==> config.mk <==
export PLATFORM = sky130hd
export DESIGN_NAME = mdu_top
export DESIGN_NICKNAME = d
export VERILOG_FILES = /design/src/common/mdu_pkg.sv /design/src/common/rv_pkg.sv /design/src/verilog/mdu_top.sv /design/src/verilog/wb_arbiter.sv /design/src/verilog/mdu_dispatch.sv /design/src/mul/mul.sv /design/src/div/div.sv
export SDC_FILE = /design/constraint.sdc
export NUM_CORES = 2
export LEC_CHECK = 0
export BUFFER_PORTS_ARGS = -buffer_cell sky130_fd_sc_hd__buf_4
export CAP_MARGIN = 20
export CORE_MARGIN = 3
export CORE_UTILIZATION = 60
export DETAILED_ROUTE_END_ITERATION = 6
export HOLD_SLACK_MARGIN = 0.15
export PLACE_DENSITY = 0.79
export RECOVER_POWER = 25
export SKIP_CTS_REPAIR_TIMING = 1
export SYNTH_ARGS = -nofsm -noshare
export SYNTH_HDL_FRONTEND = slang
export SYNTH_SLANG_ARGS = --single-unit
==> constraint.sdc <==
create_clock -name clk -period 9.11 [get_ports clk]
set_input_delay 0.911 -clock clk [delete_from_list [all_inputs] [get_ports clk]]
set_output_delay 0.911 -clock clk [all_outputs]
set_load 0.05 [all_outputs]
==> src/common/mdu_pkg.sv <==
`default_nettype none

package mdu_pkg;

    // M extension ops, encoded as funct3
    typedef enum logic [2:0] {
        op_mul    = 3'b000,
        op_mulh   = 3'b001,
        op_mulhsu = 3'b010,
        op_mulhu  = 3'b011,
        op_div    = 3'b100,
        op_divu   = 3'b101,
        op_rem    = 3'b110,
        op_remu   = 3'b111
    } mdu_op_e;

    // iterative divider sequencing
    typedef enum logic [1:0] {
        idle,
        init,
        divide,
        done
    } div_state_e;

    // funct3[2] splits multiply from divide
    function automatic logic op_is_div(mdu_op_e op);
        return op[2];
    endfunction

    // low two bits drive the divider: DIV, DIVU, REM, REMU
    function automatic logic [1:0] op_div_ctrl(mdu_op_e op);
        return op[1:0];
    endfunction

endpackage

`default_nettype wire

==> src/common/rv_pkg.sv <==
`default_nettype none

package rv_pkg;

    // integer register width of the core
    localparam int XLEN = 32;

    // architectural register file
    localparam int REG_COUNT  = 32;
    localparam int REG_ADDR_W = $clog2(REG_COUNT);

    typedef logic [REG_ADDR_W-1:0] reg_addr_t; // rd / rs1 / rs2

    // x0 reads as zero
    localparam reg_addr_t REG_ZERO = '0;

endpackage

`default_nettype wire
==> src/verilog/mdu_top.sv <==
`default_nettype none
`timescale 1ns/10ps

module mdu_top #(
    parameter int xlen = rv_pkg::XLEN
) (
    input  wire logic              clk,
    input  wire logic              rst,
    input  wire logic              issue_valid,
    input  wire mdu_pkg::mdu_op_e  issue_op,
    input  wire rv_pkg::reg_addr_t issue_rd,
    input  wire logic [xlen-1:0]   issue_a,
    input  wire logic [xlen-1:0]   issue_b,
    output logic                   issue_ready,
    output logic                   wb_valid,
    output rv_pkg::reg_addr_t      wb_rd,
    output logic [xlen-1:0]        wb_data
);

    import rv_pkg::*;
    import mdu_pkg::*;

    logic            mul_start;
    mdu_op_e         mul_op;
    reg_addr_t       mul_rd;
    logic            mul_done;
    reg_addr_t       mul_done_rd;
    logic [xlen-1:0] mul_result;

    logic            div_start;
    logic [1:0]      div_ctrl;
    reg_addr_t       div_rd;
    logic            division_done;
    logic [xlen-1:0] div_result;
    logic            div_taken;

    mdu_dispatch #(.xlen(xlen)) u_dispatch (
        .clk         (clk),
        .rst         (rst),
        .issue_valid (issue_valid),
        .issue_op    (issue_op),
        .issue_rd    (issue_rd),
        .div_taken   (div_taken),
        .issue_ready (issue_ready),
        .mul_start   (mul_start),
        .mul_op      (mul_op),
        .mul_rd      (mul_rd),
        .div_start   (div_start),
        .div_ctrl    (div_ctrl),
        .div_rd      (div_rd)
    );

    mul #(.xlen(xlen)) u_mul (
        .clk     (clk),
        .rst     (rst),
        .start   (mul_start),
        .op      (mul_op),
        .rd      (mul_rd),
        .a       (issue_a),
        .b       (issue_b),
        .done    (mul_done),
        .done_rd (mul_done_rd),
        .product (mul_result)
    );

    div #(.d_width(xlen)) u_div (
        .clk           (clk),
        .rst           (rst),
        .start         (div_start),
        .div_ctrl      (div_ctrl),
        .numerator     (issue_a),
        .denominator   (issue_b),
        .result        (div_result),
        .division_done (division_done)
    );

    wb_arbiter #(.xlen(xlen)) u_arbiter (
        .clk           (clk),
        .rst           (rst),
        .mul_done      (mul_done),
        .mul_rd        (mul_done_rd),
        .mul_result    (mul_result),
        .division_done (division_done),
        .div_rd        (div_rd),
        .div_result    (div_result),
        .wb_valid      (wb_valid),
        .wb_rd         (wb_rd),
        .wb_data       (wb_data),
        .div_taken     (div_taken)
    );

endmodule

`default_nettype wire

==> src/verilog/wb_arbiter.sv <==
`default_nettype none
`timescale 1ns/10ps

module wb_arbiter #(
    parameter int xlen = 32
) (
    input  wire logic              clk,
    input  wire logic              rst,
    input  wire logic              mul_done,
    input  wire rv_pkg::reg_addr_t mul_rd,
    input  wire logic [xlen-1:0]   mul_result,
    input  wire logic              division_done,
    input  wire rv_pkg::reg_addr_t div_rd,
    input  wire logic [xlen-1:0]   div_result,
    output logic                   wb_valid,
    output rv_pkg::reg_addr_t      wb_rd,
    output logic [xlen-1:0]        wb_data,
    output logic                   div_taken
);

    import rv_pkg::*;

    logic            div_done_q;
    logic            div_rise;
    logic            pending;
    reg_addr_t       pend_rd;
    logic [xlen-1:0] pend_data;

    assign div_rise  = division_done & ~div_done_q;
    assign div_taken = pending & ~mul_done; // multiply always wins the port

    always_ff @(posedge clk or posedge rst) begin
        if (rst) begin
            div_done_q <= 1'b1; // divider idles with done high
            pending    <= 1'b0;
            wb_valid   <= 1'b0;
        end else begin
            div_done_q <= division_done;
            if (div_rise) begin
                pending <= 1'b1;
            end else if (div_taken) begin
                pending <= 1'b0;
            end
            wb_valid <= mul_done | pending;
        end
    end

    always_ff @(posedge clk) begin
        if (div_rise) begin
            pend_rd   <= div_rd;
            pend_data <= div_result;
        end
        if (mul_done) begin
            wb_rd   <= mul_rd;
            wb_data <= mul_result;
        end else if (pending) begin
            wb_rd   <= pend_rd;
            wb_data <= pend_data;
        end
    end

    a_no_overrun: assert property (
        @(posedge clk) disable iff (rst) div_rise |-> !pending
    );

endmodule

`default_nettype wire

==> src/verilog/mdu_dispatch.sv <==
`default_nettype none
`timescale 1ns/10ps

module mdu_dispatch #(
    parameter int xlen = 32
) (
    input  wire logic              clk,
    input  wire logic              rst,
    input  wire logic              issue_valid,
    input  wire mdu_pkg::mdu_op_e  issue_op,
    input  wire rv_pkg::reg_addr_t issue_rd,
    input  wire logic              div_taken,
    output logic                   issue_ready,
    output logic                   mul_start,
    output mdu_pkg::mdu_op_e       mul_op,
    output rv_pkg::reg_addr_t      mul_rd,
    output logic                   div_start,
    output logic [1:0]             div_ctrl,
    output rv_pkg::reg_addr_t      div_rd
);

    import mdu_pkg::*;

    logic is_div;
    logic accept;
    logic div_busy; // one divide in flight until written back

    // the divider counter is sized for these two widths only
    if (!(xlen == 32 || xlen == 64)) begin : g_bad_xlen
        $error("mdu_dispatch: xlen must be 32 or 64");
    end

    assign is_div      = op_is_div(issue_op);
    assign issue_ready = ~(div_busy & is_div);
    assign accept      = issue_valid & issue_ready;

    assign mul_start = accept & ~is_div;
    assign mul_op    = issue_op;
    assign mul_rd    = issue_rd;
    assign div_start = accept & is_div;
    assign div_ctrl  = op_div_ctrl(issue_op);

    always_ff @(posedge clk or posedge rst) begin
        if (rst) begin
            div_busy <= 1'b0;
        end else if (div_start) begin
            div_busy <= 1'b1;
        end else if (div_taken) begin
            div_busy <= 1'b0;
        end
    end

    always_ff @(posedge clk) begin
        if (div_start) begin
            div_rd <= issue_rd; // tag for the arbiter
        end
    end

    // a divide result is only taken while one is outstanding
    a_taken_busy: assert property (
        @(posedge clk) disable iff (rst) div_taken |-> div_busy
    );

endmodule

`default_nettype wire

==> src/mul/mul.sv <==
`default_nettype none
`timescale 1ns/10ps

module mul #(
    parameter int xlen = 32
) (
    input  wire logic              clk,
    input  wire logic              rst,
    input  wire logic              start,
    input  wire mdu_pkg::mdu_op_e  op,
    input  wire rv_pkg::reg_addr_t rd,
    input  wire logic [xlen-1:0]   a,
    input  wire logic [xlen-1:0]   b,
    output logic                   done,
    output rv_pkg::reg_addr_t      done_rd,
    output logic [xlen-1:0]        product
);

    import rv_pkg::*;
    import mdu_pkg::*;

    logic                     a_signed;
    logic                     b_signed;
    logic signed [xlen:0]     a_ext;
    logic signed [xlen:0]     b_ext;
    logic signed [2*xlen+1:0] full_prod;

    // stage 1
    logic                s1_valid;
    mdu_op_e             s1_op;
    reg_addr_t           s1_rd;
    logic [2*xlen-1:0]   s1_prod;

    assign a_signed = (op == op_mulh) || (op == op_mulhsu);
    assign b_signed = (op == op_mulh);

    // one extra bit lets a single signed multiply cover all variants
    assign a_ext     = $signed({a_signed & a[xlen-1], a});
    assign b_ext     = $signed({b_signed & b[xlen-1], b});
    assign full_prod = a_ext * b_ext;

    always_ff @(posedge clk or posedge rst) begin
        if (rst) begin
            s1_valid <= 1'b0;
            done     <= 1'b0;
        end else begin
            s1_valid <= start;
            done     <= s1_valid;
        end
    end

    always_ff @(posedge clk) begin
        if (start) begin
            s1_op   <= op;
            s1_rd   <= rd;
            s1_prod <= full_prod[2*xlen-1:0];
        end
        if (s1_valid) begin
            done_rd <= s1_rd;
            if (s1_op == op_mul) begin
                product <= s1_prod[xlen-1:0];      // low half
            end else begin
                product <= s1_prod[2*xlen-1:xlen]; // MULH*
            end
        end
    end

endmodule

`default_nettype wire

==> src/div/div.sv <==
`default_nettype none
`timescale 1ns/10ps

module div #(
    parameter int d_width = 32
) (
    input  wire logic               clk,
    input  wire logic               rst,
    input  wire logic               start,
    input  wire logic [1:0]         div_ctrl,
    input  wire logic [d_width-1:0] numerator,
    input  wire logic [d_width-1:0] denominator,
    output logic      [d_width-1:0] result,
    output logic                    division_done
);

    import mdu_pkg::*;

    localparam logic [5:0] last_step = 6'(d_width - 1);

    div_state_e state;
    div_state_e next_state;
    logic [5:0] counter;

    // operands captured on the accept edge
    logic [1:0]         ctrl_q;
    logic [d_width-1:0] num_q;
    logic [d_width-1:0] den_q;

    logic [d_width:0]   rem;
    logic [d_width-1:0] quo;
    logic [d_width-1:0] div_shift; // dividend bits still to consume
    logic [d_width:0]   den;
    logic [d_width:0]   rem_shift;

    logic               sign_q;
    logic               sign_r;
    logic               is_signed;
    logic               num_neg;
    logic               den_neg;

    assign is_signed = ~ctrl_q[0];                    // DIV and REM
    assign num_neg   = is_signed & num_q[d_width-1];
    assign den_neg   = is_signed & den_q[d_width-1];
    assign rem_shift = {rem[d_width-1:0], div_shift[d_width-1]};

    always_comb begin
        next_state = state;
        case (state)
            idle:    if (start) next_state = init;
            init:    next_state = divide;
            divide:  if (counter == last_step) next_state = done;
            done:    next_state = idle;
            default: next_state = idle;
        endcase
    end

    always_ff @(posedge clk or posedge rst) begin
        if (rst) begin
            state         <= idle;
            counter       <= '0;
            division_done <= 1'b1;
        end else begin
            state <= next_state;
            if (state == idle && start) begin
                division_done <= 1'b0;
            end else if (state == done) begin
                division_done <= 1'b1;
            end
            if (state == divide && next_state == divide) begin
                counter <= counter + 6'd1;
            end else begin
                counter <= '0;
            end
        end
    end

    always_ff @(posedge clk) begin
        case (state)
            idle: begin
                if (start) begin
                    num_q  <= numerator;
                    den_q  <= denominator;
                    ctrl_q <= div_ctrl;
                end
            end
            init: begin
                rem       <= '0;
                quo       <= '0;
                sign_q    <= (num_neg ^ den_neg) & (|den_q); // x/0 stays all ones
                sign_r    <= num_neg;
                div_shift <= num_neg ? -num_q : num_q;
                den       <= {1'b0, den_neg ? -den_q : den_q};
            end
            divide: begin
                div_shift <= div_shift << 1;
                if (rem_shift >= den) begin
                    rem <= rem_shift - den;
                    quo <= {quo[d_width-2:0], 1'b1};
                end else begin
                    rem <= rem_shift;
                    quo <= {quo[d_width-2:0], 1'b0};
                end
            end
            done: begin
                case (ctrl_q)
                    2'b00:   result <= sign_q ? -quo : quo;
                    2'b01:   result <= quo;
                    2'b10:   result <= sign_r ? -rem[d_width-1:0] : rem[d_width-1:0];
                    default: result <= rem[d_width-1:0];
                endcase
            end
            default: ;
        endcase
    end

    a_counter_range: assert property (
        @(posedge clk) disable iff (rst) counter <= last_step
    );

endmodule

`default_nettype wire

==> results by group <==
Critical path
  – Crit path max-delay family: adder cells
  – Top cell by count, worst path: fa_1
  – Slowest stage cell, crit path: clkbuf_1
  – WP buf/inv: 4
  – Worst Setup Start Kind: input pin
  – Crit Path Category: in -> reg
  – CP required: 9.39 ns
  – WP data arrival: 9.15 ns
  – Critical path's largest stage delay: 0.96 ns
  – Worst-path cell chain: buf_4 -> clkbuf_1 -> nand2_1 -> fa_1 -> fa_1 -> fa_1 -> fa_1 -> fa_1 -> fa_1 -> fa_1 -> fa_1 -> inv_1 -> ha_1 -> a21oi_1 -> o21ai_0 -> a2111oi_1 -> a31oi_1 -> or3b_2 -> a21oi_1 -> o211ai_1 -> nand4b_1 -> nand2_1 -> buf_4 -> xor2_1
  – CP endpoint kind: flop
  – CP max FO: 20

Synth
  – Mapped Area: around 0.057 mm^2
  – Yosys reg bits: 431
  – Multiplexer share of the synthesized area: 1.853%
  – Syn Area/Cell: 10.22 um^2
  – Syn. warnings: 0
  – Synth top area share: 39.41%
  – Share of synthesized cell area in full adder, half adder and majority cells: around 45%
  – Ys flop type: edfxtp_1
  – Yosys cell types: 69
  – Post-synth EDFFs: 416
  – Simple-Gate Fraction of Synth Area: a little over an eighth
  – Post-Syn Instances: 5599
  – Synth area leaders: fa_1, edfxtp_1, inv_1
  – Async set or reset register ratio after synthesis: 3.480%
  – Post-synth top area cell: fa_1
  – Register area share after synthesis: 22.50%
  – Post-Synth XOR/XNOR Area: 3.369%
  – Post-synthesis compound-gate area fraction: around 4.7%
  – Largest family of logic cells by synthesized area: adder cells
  – Syn_nets: 7054

Global routing
  – Vias in the first global route: about 43000
  – Initial antenna violation count: 9
  – Global-route wire length before repair: 235500 um
  – GRT overflow: 0
  – GRT Total Usage: a little under a third
  – Largest net degree at the start of global routing: 98

Clocking
  – CTS buffer count: 42
  – H-Tree Depth: 2
  – CTS root buffer: clkbuf_16
  – Clock latency on the worst-skew pair: ~0.55 ns
  – Clock transition at path regs: 0.06 ns
  – CTS max path bufs: 3
  – CTS tree: done
  – CTS sink count: 431

STA
  – RSZ-0062 raised after global routing: no
  – Final Max Tran Viols: roughly 200
  – Final Hold Viols: 0
  – Clock skew: slightly above 0.02 ns
  – Slew Limit Headroom: -67.49%
  – Max Fclk: 112.8 MHz
  – Final setup violation count: 0
  – Fin crit share: a little over nine tenths
  – Slew @ Worst Pin: roughly 2.5 ns
  – Crit path time final: a little under 9 ns
  – Setup_tns: 0 ns

Final layout
  – Fin util: 65.00%
  – Proportion of layout cells with a drive suffix above 1: 6.738%
  – Fin cells: 6926
  – Most frequent cells in the layout: inv_1, fa_1, nand2_1
  – Most common cell after layout, fill and taps aside: inv_1
  – Fill cells: 7109
  – Final #Nets: 7091
  – Area Overhead vs Synth: 6.702%

Route
  – Total wire length: between 100000 and 150000 um
  – Iter 0 DRT Violations: 3400
  – ANT nets after route: 0
  – Vias: slightly below 40000
  – Average wire per standard cell: 21.31 um
  – Detailed Routing Iterations Pass 1: 5
  – Final routed DRC violation total: 0
  – Via density: 5.717

Run status
  – Violated checks: max-capacitance violations, max-slew violations
  – Status: complete, but fails checks

Placement
  – PortBufs: about 110
  – # placed instances: 6843
  – DPL Wire Length: about 120000 um
  – Gpl congestion: between 0.9 and 1

Floorplan
  – Ports: ~110
  – Die area: 0.09907 mm^2
  – Number of core rows: about 110
  – Die Wd: 314.8 um
  – Initial Util: 60.92%
  – Chip Height: ~310 um
  – Core ar.: 0.09389 mm^2

Worst hold path
  – Min-Delay Path Class: reg -> reg

Run
  – Maxcap violations: 6
==> area by class of cell <==
type	count	area (um^2)	area share, %
Tap cell	1254	1569	2.571
Sequential cell	431	12870	21.09
Inverter	1195	4486	7.349
Multi-Input combinational cell	3718	38920	63.77
Antenna cell	3	7.507	0.01230
Timing Repair Buffer	248	1815	2.975
Clock inverter	22	222.7	0.3649
Clock buffer	55	1141	1.870
==> kinds of logic after synthesis <==
kind of cell               Yosys count
xor gates and xnor gates           220
DFF                                431
AOI/OAI and AO/OA                  436
and+or+nand+nor                   1585
muxes                               97
buffers and inverters             1450
adders and majority gates         1380
==> cells in the mapped netlist (5+ instances only) <==
| master | instances |
|---|---|
| inv_1 | 1195 |
| fa_1 | 1126 |
| nand2_1 | 810 |
| edfxtp_1 | 416 |
| and2_1 | 407 |
| ha_1 | 254 |
| clkbuf_1 | 245 |
| nor2_1 | 170 |
| a21oi_1 | 152 |
| xnor2_1 | 137 |
| o21ai_0 | 108 |
| xor2_1 | 83 |
| mux2_2 | 71 |
| a21o_1 | 45 |
| nor3_1 | 36 |
| mux2i_1 | 26 |
| nand3_1 | 25 |
| nand2b_1 | 23 |
| o31ai_1 | 22 |
| nor2b_1 | 17 |
| o21bai_1 | 17 |
| nor4_1 | 15 |
| o21a_1 | 15 |
| a31oi_1 | 13 |
| dfrtp_1 | 13 |
| and3_1 | 12 |
| nand4_1 | 11 |
| or2_2 | 11 |
| or4_1 | 11 |
| a211oi_1 | 10 |
| o211ai_1 | 10 |
| o41ai_1 | 10 |
| or3_1 | 8 |
| buf_2 | 5 |
| nand3b_1 | 5 |
| o31a_1 | 5 |
==> metrics by stage <==
step | setup WS, ns | hold slack [ns] | instance area (um^2)
finish | 0.2450 | 0.3855 | 61030
global route | 0.009978 | 0.4037 | 61030
CTS | 0.2297 | 0.3814 | 61110
detailed placement | -0.2582 | 0.3693 | 59740
global placement | -0.02112 | 0.3685 | 59740
floorplan | 0.3464 | 0.3582 | 57200
==> flip-flops by register name (all words and copies together) (netlist names), 2 cells and up <==
name and count:
u_div.counter 6, u_arbiter.pend_rd 5, u_mul.done_rd 5, u_div.div_shift 32
u_div.state 2, u_div.quo 32, u_arbiter.pend_data 32, u_div.num_q 32
u_div.den 32, u_div.den_q 32, u_div.rem 32, u_dispatch.div_rd 5
u_arbiter.wb_rd 5, u_mul.s1_op 3, u_mul.s1_prod 64, u_mul.s1_rd 5
u_mul.product 32, u_div.result 32, u_div.ctrl_q 2, u_arbiter.wb_data 32
==> path summary, 6_finish.rpt <==
check | start | endpoint | slack, ns | cells after the start
worst max-delay path | issue_a[13] | u_mul.s1_prod[58] | 0.25 | 24
worst min-delay path | u_div.division_done | u_arbiter.div_done_q | 0.39 | 0
worst max register to register | u_div.rem[0] | u_div.rem[28] | 4.87 | 12
worst min register to register | u_div.division_done | u_arbiter.div_done_q | 0.39 | 0
max in group asynchronous | rst | u_div.counter[0] | 8.20 | 2
min in group asynchronous | rst | u_arbiter.wb_valid | 0.47 | 2
==> layer usage <==
layer	up-vias	share of wire, %	track usage (%)
li1	17050	-	-
met1	20140	39	41.59
met2	2059	47	50.52
met3	349	10	5.331
met4	2	4.1	11.54
met5	-	0.0075	0
==> worst reg2reg max path, stage by stage (launching register included) <==
cell and delay [ns]:
edfxtp_1 0.46, ha_1 0.32, nor2b_1 0.13, o21ai_0 0.23, a21oi_1 0.16, o21ai_0 0.42, a21oi_1 0.24, o21ai_0 0.43
a31oi_1 0.28, a21oi_4 0.37, buf_4 0.47, nand2b_1 0.29, o21ai_0 0.16
Power is not shown: default switching activity piles up to over one toggle a cycle in this logic, so the estimate is an artifact.
